[src/hdl/pkt_pkg.sv]
// Packet receiver shared definitions
// Packet layouts for the data and configuration views of a received word,
// the frame passed from the serial receiver to the router, the configuration
// bank, packet declarations and the AXI4-Lite register map.

package pkt_pkg;

    ////////////////////////////////////////////////////////////////////////////
    // packet views, 63 payload bits, MSB first
    ////////////////////////////////////////////////////////////////////////////

    // data and test packets
    typedef struct packed {
        logic        downstream;
        logic [1:0]  shared_fifo;
        logic [1:0]  local_fifo;
        logic [1:0]  trig_type;
        logic [7:0]  adc;
        logic [31:0] timestamp;
        logic [5:0]  channel_id;
        logic [7:0]  chip_id;
        logic [1:0]  decl;
    } pkt_data_t;

    // configuration write and read packets
    typedef struct packed {
        logic        downstream;
        logic [11:0] reserved;
        logic [31:0] reg_value;
        logic [7:0]  reg_addr;
        logic [7:0]  chip_id;
        logic [1:0]  decl;
    } pkt_cfg_t;

    // one received word, decoded by its declaration field
    typedef union packed {
        pkt_data_t data;
        pkt_cfg_t  cfg;
    } pkt_word_u;

    // receiver output, payload plus parity check result
    typedef struct packed {
        pkt_word_u word;
        logic      parity_ok;
    } rx_frame_t;

    // four 32 bit configuration words
    typedef logic [3:0][31:0] cfg_bank_t;

    ////////////////////////////////////////////////////////////////////////////
    // declarations and ids
    ////////////////////////////////////////////////////////////////////////////

    localparam logic [1:0] DECL_DATA   = 2'b00;
    localparam logic [1:0] DECL_TEST   = 2'b01;
    localparam logic [1:0] DECL_CFG_WR = 2'b10;
    localparam logic [1:0] DECL_CFG_RD = 2'b11;

    localparam logic [7:0] BROADCAST_ID = 8'hFF;

    // AXI4-Lite byte addresses
    localparam logic [7:0] ADDR_STATUS   = 8'h00;
    localparam logic [7:0] ADDR_PKT_LO   = 8'h04;
    localparam logic [7:0] ADDR_PKT_HI   = 8'h08;
    localparam logic [7:0] ADDR_PAR_CNT  = 8'h0C;
    localparam logic [7:0] ADDR_DROP_CNT = 8'h10;
    localparam logic [7:0] ADDR_CFG_BASE = 8'h20;

endpackage

[src/hdl/axil_readout.sv]
// AXI4-Lite readout port
// Register map for FIFO status, packet head, parity and drop counters and
// the configuration bank. A PKT_HI read pops the FIFO. Writes only clear
// the two counters, every write is answered OKAY.

`timescale 1ns/1ps

module axil_readout #(
    parameter int FIFO_DEPTH = 8
) (
    input  logic                        clk_rx,
    input  logic                        reset_n,
    // write address, data and response
    input  logic [7:0]                  awaddr,
    input  logic                        awvalid,
    output logic                        awready,
    input  logic [31:0]                 wdata,
    input  logic [3:0]                  wstrb,
    input  logic                        wvalid,
    output logic                        wready,
    output logic [1:0]                  bresp,
    output logic                        bvalid,
    input  logic                        bready,
    // read address and data
    input  logic [7:0]                  araddr,
    input  logic                        arvalid,
    output logic                        arready,
    output logic [31:0]                 rdata,
    output logic [1:0]                  rresp,
    output logic                        rvalid,
    input  logic                        rready,
    // FIFO and router side
    input  pkt_pkg::pkt_word_u          head,
    input  logic                        empty,
    input  logic [$clog2(FIFO_DEPTH):0] count,
    output logic                        pop,
    input  pkt_pkg::cfg_bank_t          cfg,
    input  logic                        par_err,
    input  logic                        drop
);

    logic        ar_hs;
    logic        wr_hs;
    logic        clr_par;
    logic        clr_drop;
    logic [31:0] rd_mux;
    logic [15:0] par_cnt;
    logic [15:0] drop_cnt;

    assign bresp = 2'b00;
    assign rresp = 2'b00;

    // one read outstanding at a time
    assign arready = !rvalid;
    assign ar_hs   = arvalid && arready;
    assign pop     = ar_hs && (araddr == pkt_pkg::ADDR_PKT_HI) && !empty;

    // address and data accepted together, wdata itself carries no meaning
    assign awready  = awvalid && wvalid && !bvalid;
    assign wready   = awready;
    assign wr_hs    = awready;
    assign clr_par  = wr_hs && (awaddr == pkt_pkg::ADDR_PAR_CNT) && (|wstrb);
    assign clr_drop = wr_hs && (awaddr == pkt_pkg::ADDR_DROP_CNT) && (|wstrb);

    ////////////////////////////////////////////////////////////////////////////
    // read decode
    ////////////////////////////////////////////////////////////////////////////

    always_comb begin
        rd_mux = '0;
        case (araddr)
            pkt_pkg::ADDR_STATUS:   rd_mux = {16'd0, 8'(count), 7'd0, empty};
            pkt_pkg::ADDR_PKT_LO:   rd_mux = head[31:0];
            pkt_pkg::ADDR_PKT_HI:   rd_mux = empty ? 32'd0 : {1'b0, head[62:32]};
            pkt_pkg::ADDR_PAR_CNT:  rd_mux = {16'd0, par_cnt};
            pkt_pkg::ADDR_DROP_CNT: rd_mux = {16'd0, drop_cnt};
            default: begin
                // cfg words at 0x20 to 0x2C
                if (araddr[7:4] == pkt_pkg::ADDR_CFG_BASE[7:4] && araddr[1:0] == 2'b00) begin
                    rd_mux = cfg[araddr[3:2]];
                end
            end
        endcase
    end

    always_ff @(posedge clk_rx or negedge reset_n) begin
        if (!reset_n) begin
            rvalid   <= 1'b0;
            bvalid   <= 1'b0;
            par_cnt  <= 16'd0;
            drop_cnt <= 16'd0;
        end else begin
            if (ar_hs) begin
                rvalid <= 1'b1;
            end else if (rready) begin
                rvalid <= 1'b0;
            end
            if (wr_hs) begin
                bvalid <= 1'b1;
            end else if (bready) begin
                bvalid <= 1'b0;
            end
            // clear wins over a simultaneous event, counters wrap
            if (clr_par) begin
                par_cnt <= 16'd0;
            end else if (par_err) begin
                par_cnt <= par_cnt + 16'd1;
            end
            if (clr_drop) begin
                drop_cnt <= 16'd0;
            end else if (drop) begin
                drop_cnt <= drop_cnt + 16'd1;
            end
        end
    end

    always_ff @(posedge clk_rx) begin
        if (ar_hs) begin
            rdata <= rd_mux;
        end
    end

    // read response held until the master takes it
    a_rvalid_hold : assert property (
        @(posedge clk_rx) disable iff (!reset_n)
        rvalid && !rready |=> rvalid && $stable(rdata)
    );

endmodule

[src/hdl/pkt_fifo.sv]
// Readout FIFO
// Circular buffer of 63 bit packets with read and write pointers and an
// occupancy count. Head shows the oldest entry without popping it.

`timescale 1ns/1ps

module pkt_fifo #(
    parameter int FIFO_DEPTH = 8
) (
    input  logic                          clk_rx,
    input  logic                          reset_n,
    input  logic                          push,
    input  pkt_pkg::pkt_word_u            push_word,
    input  logic                          pop,
    output pkt_pkg::pkt_word_u            head,
    output logic                          empty,
    output logic                          full,
    output logic [$clog2(FIFO_DEPTH):0]   count
);

    localparam int AW = $clog2(FIFO_DEPTH);
    localparam int CW = AW + 1;

    pkt_pkg::pkt_word_u mem [FIFO_DEPTH];
    logic [AW-1:0]      wr_ptr;
    logic [AW-1:0]      rd_ptr;
    logic               push_ok;
    logic               pop_ok;

    assign push_ok = push && !full;
    assign pop_ok  = pop && !empty;
    assign head    = mem[rd_ptr];
    assign empty   = (count == '0);
    assign full    = (count == CW'(FIFO_DEPTH));

    // pointers wrap naturally, depth is a power of two
    always_ff @(posedge clk_rx or negedge reset_n) begin
        if (!reset_n) begin
            wr_ptr <= '0;
            rd_ptr <= '0;
            count  <= '0;
        end else begin
            if (push_ok) begin
                wr_ptr <= wr_ptr + AW'(1);
            end
            if (pop_ok) begin
                rd_ptr <= rd_ptr + AW'(1);
            end
            if (push_ok && !pop_ok) begin
                count <= count + CW'(1);
            end else if (pop_ok && !push_ok) begin
                count <= count - CW'(1);
            end
        end
    end

    always_ff @(posedge clk_rx) begin
        if (push_ok) begin
            mem[wr_ptr] <= push_word;
        end
    end

    // readout only pops on a non empty FIFO
    a_no_pop_empty : assert property (
        @(posedge clk_rx) disable iff (!reset_n)
        pop |-> !empty
    );

endmodule

[src/hdl/pkt_router.sv]
// Packet router
// Drops frames with bad parity or a foreign chip id, applies configuration
// writes to the four word bank, turns configuration reads into reply
// packets and pushes data, test and reply packets into the readout FIFO.
// All outputs are registered one cycle after frame_valid.

`timescale 1ns/1ps

module pkt_router #(
    parameter logic [7:0] CHIP_ID = 8'h01
) (
    input  logic               clk_rx,
    input  logic               reset_n,
    input  pkt_pkg::rx_frame_t frame,
    input  logic               frame_valid,
    input  logic               full,
    output logic               push,
    output pkt_pkg::pkt_word_u push_word,
    output pkt_pkg::cfg_bank_t cfg,
    output logic               par_err,
    output logic               drop
);

    logic               id_match;
    logic               accept;
    logic               cfg_wr;
    logic               want_push;
    pkt_pkg::pkt_word_u next_word;

    // chip id sits at the same place in both views
    assign id_match  = (frame.word.data.chip_id == CHIP_ID) ||
                       (frame.word.data.chip_id == pkt_pkg::BROADCAST_ID);
    assign accept    = frame_valid && frame.parity_ok && id_match;
    assign cfg_wr    = accept && (frame.word.cfg.decl == pkt_pkg::DECL_CFG_WR);
    // data, test and config read all end up in the FIFO
    assign want_push = accept && (frame.word.cfg.decl != pkt_pkg::DECL_CFG_WR);

    // reply copies the request, value field taken from the bank
    always_comb begin
        next_word = frame.word;
        if (frame.word.cfg.decl == pkt_pkg::DECL_CFG_RD) begin
            next_word.cfg.reg_value = cfg[frame.word.cfg.reg_addr[1:0]];
        end
    end

    ////////////////////////////////////////////////////////////////////////////
    // registered outputs
    ////////////////////////////////////////////////////////////////////////////

    always_ff @(posedge clk_rx or negedge reset_n) begin
        if (!reset_n) begin
            push    <= 1'b0;
            drop    <= 1'b0;
            par_err <= 1'b0;
            cfg     <= '0;
        end else begin
            push    <= want_push && !full;
            // overflow, packet lost and counted by the readout
            drop    <= want_push && full;
            par_err <= frame_valid && !frame.parity_ok;
            if (cfg_wr) begin
                cfg[frame.word.cfg.reg_addr[1:0]] <= frame.word.cfg.reg_value;
            end
        end
    end

    always_ff @(posedge clk_rx) begin
        if (want_push) begin
            push_word <= next_word;
        end
    end

    // full can only fall between frame_valid and push, the FIFO never overflows
    a_no_push_full : assert property (
        @(posedge clk_rx) disable iff (!reset_n)
        push |-> !full
    );

endmodule

[src/hdl/pkt_rx_top.sv]
// Packet receiver top level
// Serial receiver, router, readout FIFO and AXI4-Lite register port.

`timescale 1ns/1ps

module pkt_rx_top #(
    parameter logic [7:0] CHIP_ID    = 8'h01,
    parameter int         FIFO_DEPTH = 8
) (
    input  logic        clk_rx,
    input  logic        reset_n,
    input  logic        rx_in,
    // static strap, high for one clock per bit
    input  logic        v3_mode,
    input  logic [7:0]  awaddr,
    input  logic        awvalid,
    output logic        awready,
    input  logic [31:0] wdata,
    input  logic [3:0]  wstrb,
    input  logic        wvalid,
    output logic        wready,
    output logic [1:0]  bresp,
    output logic        bvalid,
    input  logic        bready,
    input  logic [7:0]  araddr,
    input  logic        arvalid,
    output logic        arready,
    output logic [31:0] rdata,
    output logic [1:0]  rresp,
    output logic        rvalid,
    input  logic        rready
);

    pkt_pkg::rx_frame_t          frame;
    logic                        frame_valid;
    logic                        push;
    pkt_pkg::pkt_word_u          push_word;
    logic                        full;
    pkt_pkg::pkt_word_u          head;
    logic                        empty;
    logic [$clog2(FIFO_DEPTH):0] count;
    logic                        pop;
    pkt_pkg::cfg_bank_t          cfg;
    logic                        par_err;
    logic                        drop;

    uart_pkt_rx u_rx (
        .clk_rx      (clk_rx),
        .reset_n     (reset_n),
        .rx_in       (rx_in),
        .v3_mode     (v3_mode),
        .frame       (frame),
        .frame_valid (frame_valid)
    );

    pkt_router #(
        .CHIP_ID (CHIP_ID)
    ) u_router (
        .clk_rx      (clk_rx),
        .reset_n     (reset_n),
        .frame       (frame),
        .frame_valid (frame_valid),
        .full        (full),
        .push        (push),
        .push_word   (push_word),
        .cfg         (cfg),
        .par_err     (par_err),
        .drop        (drop)
    );

    pkt_fifo #(
        .FIFO_DEPTH (FIFO_DEPTH)
    ) u_fifo (
        .clk_rx    (clk_rx),
        .reset_n   (reset_n),
        .push      (push),
        .push_word (push_word),
        .pop       (pop),
        .head      (head),
        .empty     (empty),
        .full      (full),
        .count     (count)
    );

    axil_readout #(
        .FIFO_DEPTH (FIFO_DEPTH)
    ) u_axil (
        .clk_rx   (clk_rx),
        .reset_n  (reset_n),
        .awaddr   (awaddr),
        .awvalid  (awvalid),
        .awready  (awready),
        .wdata    (wdata),
        .wstrb    (wstrb),
        .wvalid   (wvalid),
        .wready   (wready),
        .bresp    (bresp),
        .bvalid   (bvalid),
        .bready   (bready),
        .araddr   (araddr),
        .arvalid  (arvalid),
        .arready  (arready),
        .rdata    (rdata),
        .rresp    (rresp),
        .rvalid   (rvalid),
        .rready   (rready),
        .head     (head),
        .empty    (empty),
        .count    (count),
        .pop      (pop),
        .cfg      (cfg),
        .par_err  (par_err),
        .drop     (drop)
    );

endmodule

[src/hdl/uart_pkt_rx.sv]
// Serial packet receiver
// Synchronizes the asynchronous line, finds the start bit, shifts in
// 63 payload bits plus the parity bit LSB first and checks odd parity.
// v3 mode samples every clock, v2 mode samples the second of two clocks
// per bit. A finished frame is flagged by a single cycle frame_valid.

`timescale 1ns/1ps

module uart_pkt_rx (
    input  logic               clk_rx,
    input  logic               reset_n,
    input  logic               rx_in,
    input  logic               v3_mode,
    output pkt_pkg::rx_frame_t frame,
    output logic               frame_valid
);

    // two flop synchronizer
    logic rx_d1;
    logic rx_d2;

    // receive control
    logic       busy;
    logic       phase;
    logic [6:0] bit_cnt;
    logic       sample;
    logic       last_bit;

    // shift register, bit 0 arrives first and ends at the LSB
    logic [63:0] shift_reg;
    logic [63:0] shift_next;

    // v2 samples only when phase is set, i.e. on the second clock of a bit
    assign sample     = busy && (v3_mode || phase);
    assign shift_next = {rx_d2, shift_reg[63:1]};
    // bit 64 is the parity bit
    assign last_bit   = sample && (bit_cnt == 7'd64);

    ////////////////////////////////////////////////////////////////////////////
    // control
    ////////////////////////////////////////////////////////////////////////////

    always_ff @(posedge clk_rx or negedge reset_n) begin
        if (!reset_n) begin
            rx_d1       <= 1'b1;
            rx_d2       <= 1'b1;
            busy        <= 1'b0;
            phase       <= 1'b0;
            bit_cnt     <= 7'd0;
            frame_valid <= 1'b0;
        end else begin
            rx_d1       <= rx_in;
            rx_d2       <= rx_d1;
            frame_valid <= last_bit;
            if (!busy) begin
                // first synchronized low while idle is the start bit
                if (!rx_d2) begin
                    busy  <= 1'b1;
                    phase <= 1'b1;
                    // v3 has already seen the start bit here, v2 samples it once more
                    bit_cnt <= v3_mode ? 7'd1 : 7'd0;
                end
            end else begin
                phase <= ~phase;
                if (sample) begin
                    bit_cnt <= bit_cnt + 7'd1;
                end
                // back to idle during the stop bit, new start bits ignored until then
                if (last_bit) begin
                    busy <= 1'b0;
                end
            end
        end
    end

    ////////////////////////////////////////////////////////////////////////////
    // datapath
    ////////////////////////////////////////////////////////////////////////////

    // in v2 mode the extra start bit sample is shifted out by the 65th shift
    always_ff @(posedge clk_rx) begin
        if (sample) begin
            shift_reg <= shift_next;
        end
        if (last_bit) begin
            frame.word      <= shift_next[62:0];
            // odd parity over payload and parity bit
            frame.parity_ok <= ^shift_next;
        end
    end

    // frames are at least 65 cycles apart
    a_valid_pulse : assert property (
        @(posedge clk_rx) disable iff (!reset_n)
        frame_valid |=> !frame_valid
    );

endmodule

[config.mk]
export PLATFORM = sky130hd
export DESIGN_NAME = pkt_rx_top
export DESIGN_NICKNAME = d
export VERILOG_FILES = /design/src/hdl/pkt_pkg.sv /design/src/hdl/axil_readout.sv /design/src/hdl/pkt_fifo.sv /design/src/hdl/pkt_router.sv /design/src/hdl/pkt_rx_top.sv /design/src/hdl/uart_pkt_rx.sv
export SDC_FILE = /design/constraint.sdc
export NUM_CORES = 1
export LEC_CHECK = 0
export BUFFER_PORTS_ARGS = -buffer_cell sky130_fd_sc_hd__buf_2
export CORE_ASPECT_RATIO = 1.1
export CORE_MARGIN = 1
export CORE_UTILIZATION = 60
export CTS_BUF_LIST = sky130_fd_sc_hd__clkbuf_8
export DETAILED_ROUTE_END_ITERATION = 6
export GPL_TIMING_DRIVEN = 0
export PLACE_DENSITY = 0.77
export SLEW_MARGIN = 20
export SYNTH_ARGS = -nofsm -noshare
export SYNTH_HDL_FRONTEND = slang
export SYNTH_HIERARCHICAL = 1
export SYNTH_SLANG_ARGS = --single-unit
export TNS_END_PERCENT = 10
[constraint.sdc]
create_clock -name clk_rx -period 14.25 [get_ports clk_rx]
set_input_delay 2.85 -clock clk_rx [delete_from_list [all_inputs] [get_ports clk_rx]]
set_output_delay 2.85 -clock clk_rx [all_outputs]
set_load 0.1 [all_outputs]
==> results of run 1 <==
[power by group]
| group | total, µW | switching [µW] | internal, µW |
|---|---|---|---|
| sequential | 3030 | 73.8 | 2950 |
| combinational | 436 | 267 | 168 |
| clock | 2030 | 977 | 1060 |
[logic make-up after synthesis]
| group | Yosys count | synth area share, % |
|---|---|---|
| AOI/OAI and AO/OA | 80 | 1.90 |
| xor gates and xnor gates | 99 | 2.33 |
| adders and majority gates | 10 | 0.356 |
| buffers and inverters | 108 | 1.87 |
| DFF | 913 | 71.0 |
| muxes | 438 | 19.5 |
| other | 1 | 0.0101 |
| and+or+nand+nor | 189 | 3.05 |
[layout make-up]
cell class / count / area, µm²
Sequential cell: 913 / 26500
Clock buffer: 149 / 2050
Timing Repair Buffer: 116 / 1120
Multi-Input combinational cell: 820 / 10200
Tap cell: 824 / 1030
Fill cell: 3731 / 19100
Buffer: 94 / 649
Clock inverter: 103 / 569
Inverter: 14 / 52.6
Antenna cell: 1 / 2.50
[Yosys cell counts, types with 18 or more instances]
cell type / count
a221o_1: 29
dfrtp_1: 185
mux4_2: 189
nor2_1: 49
mux2_2: 139
edfxtp_1: 726
clkbuf_1: 33
xnor2_1: 79
mux2_1: 30
and2_1: 18
xor2_1: 20
mux2i_1: 20
mux2_4: 60
nand2_1: 19
buf_2: 27
[path summary, 6_finish.rpt]
kind                                      start                  to  slack (ns)
worst max register to register  u_fifo/count[0]     u_fifo/count[3]       10.40
worst min register to register       u_rx/rx_d1          u_rx/rx_d2        0.36
max in group asynchronous               reset_n  u_axil/drop_cnt[8]       11.16
worst min-delay path                 u_rx/rx_d1          u_rx/rx_d2        0.36
worst max-delay path                     wvalid              wready        7.73
min in group asynchronous               reset_n   u_router/cfg[120]        2.11
[through the flow]
stage                     utilization (%)  setup slack, ns  power [µW]
after CTS                            68.9             7.72        5540
after global routing                 68.9             7.67        5680
final                                68.9             7.73        5500
after global placement               63.1             3.72        3500
after floorplan                         -             7.09        3370
after detailed placement             64.6             7.45        3520
[per-layer routing]
layer	track usage, %	wire length (µm)	up-vias	part of all wire, %
met4	9.72	2470	6	2.9
met5	0	38	-	0.045
met3	6.00	7780	146	9.1
met2	43.8	41400	951	49
li1	-	-	7956	-
met1	39.6	33400	10000	39
==> metrics.cfg, run 1 <==
[placement]
hpwl_um=58800
place_congestion=0.898
place_inst=2781
placed_cell_area_um2=39500
port_buffers=64

[min_path]
hold_class=flip-flop to flip-flop
whs_path_depth=0

[logic_synthesis]
yosysWarningCount=6
synth_seq_area_share_pct=71.0
ys_types=76
yosys.area.top_type=edfxtp_1
synthCells=1838
ys.flop_type=edfxtp_1
ys_ff_latch=913
async_reset_ff_share_pct=20.5
synth_edf_count=726
synth.avg_cell_area_um2=20.3
synthTopCellsByArea=edfxtp_1 58%, dfrtp_1 12%, mux4_2 11%
netlist.area_leader.share_pct=58.5
synth.cell_area_um2=37300

[sta]
relSlewSlack_pct=31.4
finClkSkew_ns=0.0205
hold-worst-slack_ns=0.358
hold_violations=0
maxSlewViolCount=0
worst_pin_slew_ns=1.01
final.period_utilization_pct=45.8
finalSetupViolCount=0
rsz0062_at_grt=false
setup-tns-final_ns=0
fmax_mhz=153
period_minus_slack_ns=6.52

[power]
ir_worst_vdd_mv=0.0879
p_leak_uw=0.0148
power.density_nw_per_um2=130

[drt]
viasPerCell=6.29
drtIter0Drc=1998
drc=0
num_vias=19100
firstDrtPassIters=6
avgRoutedWirePerCell_um=28.0
wl_um=85100
ant_nets=0

[clocking]
cts_root_buf=clkbuf_8
cts_tree=done
numCtsBuffers=139
clk_transition_reported_paths_ns=0.07
cts.htree.levels=4
clkLatencyLatePin_ns=0.78
postCtsSetupBuffers=0
numClockSinks=913
cts-resized-gates=0
clock_path_buffers=3
holdBufCountCts=0

[critical_path]
cp.depth=4
path_cells=buf_2, and3b_1, buf_4, buf_2
cp-start-kind=input pin
critPathRequiredTime_ns=11.40
critPathTopFamily=buffers and inverters
cp_max_fo=4
slowest_delay_ns=0.41
slowest_stage=buf_2
crit_top_cell=buf_2
crit_type=input pin to output port
reg2regPathDepth=11
crit_arrival_ns=3.67
critPathCaptureType=output port
path_buf_inv=3

[die]
fp.coreArea_um2=61200
die-area_um2=63200
initial_core_util_pct=60.9
die_h_um=263
dieWidth_um=240
rows=95
io_pins=102

[final_layout]
top_register=u_fifo/mem
final_cell_mix=726 x edfxtp_1, 189 x mux4_2, 185 x dfrtp_1, 149 x clkbuf_8, 139 x mux2_2
drive_above_1_share_pct=34.9
largest_reg_flops=504
layout_commonest_cell=edfxtp_1
area_growth_pct=13.0
fin_cells=3034
final_nets=2169
final_area_um2=42200
top_regs=u_fifo/mem (504), u_router/cfg (128), u_rx/frame (64)

[outcome]
outcome=completed

[global_route]
grt_first_pass_wirelength_um=126000
grt_use_total_pct=28.0
overflow=0
grt_pass1_vias=19300
grt_max_degree=98
antenna_found_initial=5

[flow_run]
max-cap-violations=0

Power figures use the tool's default switching activity.
==> run 2, diff against run 1 <==
Settings changed: CORE_UTILIZATION 60 to 58, PLACE_DENSITY 0.77 to 0.78.
Clock period 14.25 ns to 5.4 ns, I/O delays scaled along.
==> metrics.cfg, run 2 (synthesis gave the netlist of run 1 again) <==
[outcome]
outcome=completed

[flow_run]
max-cap-violations=0  ; unchanged

[final_layout]
layout_commonest_cell=edfxtp_1
final_cell_mix=726 x edfxtp_1, 189 x mux4_2, 185 x dfrtp_1, 151 x clkbuf_8, 139 x mux2_2
largest_reg_flops=504  ; unchanged
fillerInstances=4002  ; +7.3%
area_growth_pct=13.1  ; about the same
drive_above_1_share_pct=34.7  ; -0.26 points
top_register=u_fifo/mem
final_nets=2170  ; +0.046%
top_regs=u_fifo/mem (504), u_router/cfg (128), u_rx/frame (64)

[die]
rows=97  ; +2.1%
dieWidth_um=244  ; +1.7%
die_h_um=268  ; +1.7%
fp.coreArea_um2=63600  ; +3.9%
initial_core_util_pct=58.6  ; -2.3 points
io_pins=102  ; unchanged
die-area_um2=65300  ; +3.4%

[power]
finalPower_uw=14300  ; +160%
power.density_nw_per_um2=339  ; +160%
ir_worst_vdd_mv=0.280  ; +220%
p_leak_uw=0.0148  ; about the same

[global_route]
grt_max_degree=98  ; unchanged
grt_pass1_vias=19500  ; +0.62%
grt_use_total_pct=26.9  ; -1.1 points
overflow=0  ; unchanged
grt_first_pass_wirelength_um=126000  ; +0.35%
antenna_found_initial=7  ; +2

[placement]
place_congestion=0.868  ; -3.4%
hpwl_um=59100  ; +0.52%
port_buffers=64  ; unchanged
dp_slack_ns=0.245  ; -7.21 ns

[drt]
ant_nets=0  ; unchanged
avgRoutedWirePerCell_um=27.9  ; -0.54%
viasPerCell=6.24  ; -0.71%
firstDrtPassIters=5  ; -1
drc=0  ; unchanged
drtIter0Drc=1964  ; -1.7%
num_vias=19000  ; -0.15%
wl_um=85100  ; about the same

[sta]
fmax_mhz=221
relSlewSlack_pct=36.3  ; +4.9 points
rsz0062_at_grt=false
worst_pin_slew_ns=0.955  ; -0.0596 ns
finClkSkew_ns=0.0361  ; +0.0156 ns
worst_slack_ns=0.870  ; -6.86 ns
period_minus_slack_ns=4.53
maxSlewViolCount=0  ; unchanged
finalSetupViolCount=0  ; unchanged
final.period_utilization_pct=83.9
hold_violations=0  ; unchanged

[critical_path]
cp-start-kind=input pin
critPathCaptureType=flip-flop
crit_type=input pin to flip-flop
crit_arrival_ns=5.17  ; +1.50 ns
cp_max_fo=10  ; +6
critPathRequiredTime_ns=6.04  ; -5.36 ns

[clocking]
clkLatencyLatePin_ns=0.78  ; about the same
cts.htree.levels=4  ; unchanged
cts-resized-gates=0  ; unchanged
cts_tree=done
postCtsSetupBuffers=0  ; unchanged
numClockSinks=913  ; unchanged
clk_transition_reported_paths_ns=0.06  ; about the same
numCtsBuffers=142  ; +2.2%
cts_root_buf=clkbuf_8
clock_path_buffers=3  ; unchanged
holdBufCountCts=0  ; unchanged

[min_path]
hold_class=input pin to async pin

## run 2: changes by cell type in the layout (fill, tap and decap cells not counted), moves of 2 or more
cell / change
clkbuf_8: +2
clkinvlp_4: -2
buf_8: +6
buf_12: -5
buf_4: -6
bufinv_16: -4
inv_6: +2
buf_16: +6
buf_6: -3
inv_1: +5
## run 2: layout make-up
class	instances	area [µm²]	area share [%]
Antenna cell	2	5.00	0.0119
Buffer	94	649	1.54
Clock buffer	151	2080	4.93
Clock inverter	102	450	1.07
Inverter	14	52.6	0.125
Multi-Input combinational cell	820	10200	24.2
Sequential cell	913	26500	62.8
Tap cell	841	1050	2.50
Timing Repair Buffer	114	1200	2.84
## run 2: critical path, stage by stage
cell      delay [ns]
buf_2           0.11
nor4_2          0.69
nand4b_1        0.37
nor3_4          0.60
buf_4           0.35
and2_1          0.24
o41ai_2         0.18
ha_1            0.30
inv_1           0.17
ha_1            0.32
or4_1           0.52
o211ai_1        0.13
o211ai_1        0.10
## run 2: where the power goes
group | total (µW) | switching [µW] | internal [µW] | leakage (µW)
clock network | 5190 | 2570 | 2620 | 0.00149
registers | 7990 | 195 | 7800 | 0.00891
logic | 1120 | 679 | 445 | 0.00441
total | 14300 | 3440 | 10900 | 0.0148
## run 2: worst paths after layout
kind                            startpoint                  to  slack, ns  depth (start not counted)
hold / removal                     reset_n    u_router/cfg[85]       0.32                          2
setup / recovery                 araddr[7]     u_fifo/count[3]       0.87                         13
min in group clk_rx             u_rx/rx_d1          u_rx/rx_d2       0.34                          0
hold reg to reg                 u_rx/rx_d1          u_rx/rx_d2       0.34                          0
setup reg to reg           u_fifo/count[0]     u_fifo/count[3]       1.49                         11
max in group asynchronous          reset_n  u_axil/drop_cnt[0]       4.14                          3
## run 2: metal layers
metal,GRT usage (%),wire [µm],vias up
met4,8.36,2260,6
met1,36.0,32500,9974
met5,0,41,-
met2,43.7,42100,964
met3,7.13,8170,138
li1,-,-,7961
## run 2: through the flow
| stage | area, µm² | cells | hold slack, ns | setup TNS (ns) | util (%) |
|---|---|---|---|---|---|
| after floorplan | 37300 | 1841 | 0.345 | -35.99 | - |
| after global placement | 38700 | 2746 | 0.347 | -1383.98 | 60.8 |
| after detailed placement | 39600 | 2796 | 0.347 | 0 | 62.3 |
| after CTS | 42200 | 3049 | 0.280 | 0 | 66.3 |
| after global routing | 42200 | 3050 | 0.302 | 0 | 66.3 |
| final | 42200 | 3051 | 0.315 | 0 | 66.3 |
==> run 3, diff against run 2 <==
Settings changed: ABC_AREA set to 1, CORE_UTILIZATION 58 to 59, PLACE_DENSITY 0.78 to 0.79.
Clock period 5.4 ns to 4.09 ns, I/O delays scaled along.
==> metrics.cfg, run 3 <==
[critical_path]
crit_type=flip-flop to flip-flop
critPathTopFamily=simple AND/OR/NAND/NOR gates
reg2regPathDepth=12  ; +1
critPathCaptureType=flip-flop
slowest_stage=nor2_4
crit_top_cell=nand2_1
path_cells=nor2_4, inv_1, nor3_1, nand2_1, ha_1, inv_1, ha_1, or2_2, nand2_1, nand2_1, nand3_1, nand2_1
crit_arrival_ns=3.84  ; -1.33 ns
slowest_delay_ns=0.65  ; -0.04 ns
cp.depth=12  ; -1
cp_max_fo=18  ; +8
critPathRequiredTime_ns=4.78  ; -1.26 ns
cp-start-kind=flip-flop
path_buf_inv=2  ; -1

[final_layout]
final_nets=4366  ; +100%
area_growth_pct=12.3
largest_reg_flops=504  ; unchanged
top_register=u_fifo/mem
final_cell_mix=1790 x nand2_1, 726 x edfxtp_1, 283 x nor2_1, 202 x o21ai_0, 186 x inv_1
final_area_um2=45000  ; +6.6%
drive_above_1_share_pct=10.2  ; -25 points
layout_commonest_cell=nand2_1
top_regs=u_fifo/mem (504), u_router/cfg (128), u_rx/frame (64)

[sta]
period_minus_slack_ns=3.15
finalSetupViolCount=0  ; unchanged
hold-worst-slack_ns=0.129  ; -0.186 ns
fmax_mhz=318
final.period_utilization_pct=77.0
worst_pin_slew_ns=1.03  ; +0.0708 ns
rsz0062_at_grt=false
maxSlewViolCount=0  ; unchanged
finClkSkew_ns=0.0329  ; -0.00312 ns
relSlewSlack_pct=31.1  ; -5.2 points
hold_violations=0  ; unchanged

[logic_synthesis]
yosys.area.top_type=edfxtp_1
ys_ff_latch=913  ; unchanged
synthTopCellsByArea=edfxtp_1 54%, nand2_1 17%, dfrtp_1 12%
synth_top_family_by_area=simple AND/OR/NAND/NOR gates
synth_compound_area_share_pct=4.17  ; +2.3 points
synth-adder-area-share_pct=0.331  ; -0.024 points
synth_seq_area_share_pct=66.2  ; -4.8 points
synth.most_common_cell=nand2_1
synth.cell_area_um2=40000  ; +7.3%
synth_edf_count=726  ; unchanged
synthCells=4050  ; +120%
yosysWarningCount=6  ; unchanged
ys_types=44  ; -42%
async_reset_ff_share_pct=20.5  ; unchanged
synth_xor_area_share_pct=0.700  ; -1.6 points
synth.avg_cell_area_um2=9.88  ; -51%
synthMuxAreaShare_pct=0.0250  ; -19 points
synth-simple-area-share_pct=24.3  ; +21 points
netlist.area_leader.share_pct=54.5  ; -4.0 points
netlist_top_cells_count=1790 x nand2_1, 726 x edfxtp_1, 292 x nor2_1
ys.flop_type=edfxtp_1

[clocking]
numClockSinks=913  ; unchanged
cts_tree=done
numCtsBuffers=143  ; +0.70%
clock_path_buffers=3  ; unchanged
clkLatencyLatePin_ns=0.81  ; +0.03 ns
cts.htree.levels=4  ; unchanged
cts-resized-gates=0  ; unchanged
clk_transition_reported_paths_ns=0.06  ; about the same
cts_root_buf=clkbuf_8

[power]
ir_worst_vdd_mv=0.394  ; +41%
p_leak_uw=0.0181  ; +23%
power.density_nw_per_um2=449  ; +32%

[drt]
top_layer=met5
wl_um=114000  ; +34%
num_vias=31100  ; +63%
avgRoutedWirePerCell_um=21.6  ; -23%
ant_nets=0  ; unchanged
route.met3.wl_um=14500  ; +78%
viasPerCell=5.90  ; -5.4%
drc=0  ; unchanged
firstDrtPassIters=7  ; +2
dr_wl_met2_um=50200  ; +19%
drtIter0Drc=4470  ; +130%
wirelength_met1_um=41500  ; +28%

[global_route]
antenna_found_initial=5  ; -2
grt_use_total_pct=33.3  ; +6.4 points
grt_max_degree=88  ; -10%
grt_first_pass_wirelength_um=171000  ; +35%
grt_pass1_vias=29400  ; +51%
overflow=0  ; unchanged

[die]
die-area_um2=68900  ; +5.4%
fp.coreArea_um2=66600  ; +4.8%
io_pins=102  ; unchanged
initial_core_util_pct=60.0  ; +1.4 points
dieWidth_um=250  ; +2.7%
rows=99  ; +2.1%
die_h_um=275  ; +2.7%

[flow_run]
max-cap-violations=0  ; unchanged

[placement]
placed_cell_area_um2=42200  ; +6.4%
port_buffers=65  ; +1.6%
place_congestion=0.985  ; +13%
hpwl_um=78000  ; +32%

[min_path]
whs_path_depth=1
hold_class=input pin to flip-flop

[outcome]
outcome=completed

==> run 3: cell types whose count changed in the layout (fill, tap and decap cells not counted), moves of 119 or more <==
| cell | before | now |
|---|---|---|
| nand2_1 | 19 | 1790 |
| nor2_1 | 43 | 283 |
| o21ai_0 | 7 | 202 |
| mux4_2 | 189 | 0 |
| nand4_1 | 15 | 182 |
| mux2_2 | 139 | 0 |
| inv_1 | 67 | 186 |
==> run 3: kinds of logic (layout without fill, tap and decap cells) <==
logic type,after synthesis,in the layout
and+or+nand+nor,2405,2405
DFF,913,913
buffers and inverters,369,722
AOI/OAI and AO/OA,319,319
xor gates and xnor gates,32,32
adders and majority gates,10,10
other,1,5
muxes,1,1
==> run 3: area by class of cell <==
class	count	area [µm²]
Inverter	165	631
Clock inverter	101	648
Clock buffer	155	2130
Timing Repair Buffer	97	985
Fill cell	4860	21700
Antenna cell	1	2.50
Buffer	204	1090
Sequential cell	913	26500
Tap cell	858	1070
Multi-Input combinational cell	2771	11900
==> run 3: final timing paths <==
check	end	from	slack [ns]
min in group asynchronous	u_axil/drop_cnt[13]	reset_n	0.45
max in group asynchronous	u_rx/rx_d1	reset_n	2.43
min	u_rx/rx_d1	rx_in	0.13
max	u_fifo/count[3]	u_axil/rvalid	0.94
min reg2reg	u_rx/rx_d2	u_rx/rx_d1	0.36
max reg2reg	u_fifo/count[3]	u_axil/rvalid	0.94
==> run 3: timing repair <==
| action | 4_1_cts | 5_1_grt |
|---|---|---|
| hold buffers | 1 | 0 |
| endpoints found under the hold margin | 23 | 0 |
| buffers inserted | 0 | 0 |
==> run 3: through the flow <==
| stage | util [%] | total power (µW) | instances | setup TNS (ns) | setup slack, ns |
|---|---|---|---|---|---|
| after CTS | 67.4 | 20300 | 5264 | 0 | 0.992 |
| after detailed placement | 63.3 | 12800 | 5007 | 0 | 0.507 |
| final | 67.5 | 20200 | 5265 | 0 | 0.942 |
| after global placement | 62.2 | 12700 | 4976 | -1388.31 | -2.45 |
| after global routing | 67.5 | 20900 | 5265 | 0 | 0.688 |
| after floorplan | - | 12200 | 4053 | 0 | 0.0432 |
==> run 3: routing by layer <==
metal,global-route usage [%],up-vias
li1,-,14000
met1,42.5,14600
met2,50.7,2054
met3,9.38,427
met4,21.0,4
met5,0,-
==> run 3: power breakdown <==
| group | internal, µW | switching, µW | total [µW] |
|---|---|---|---|
| clock network | 3950 | 3570 | 7520 |
| registers | 10300 | 342 | 10700 |
| logic | 584 | 1380 | 1970 |
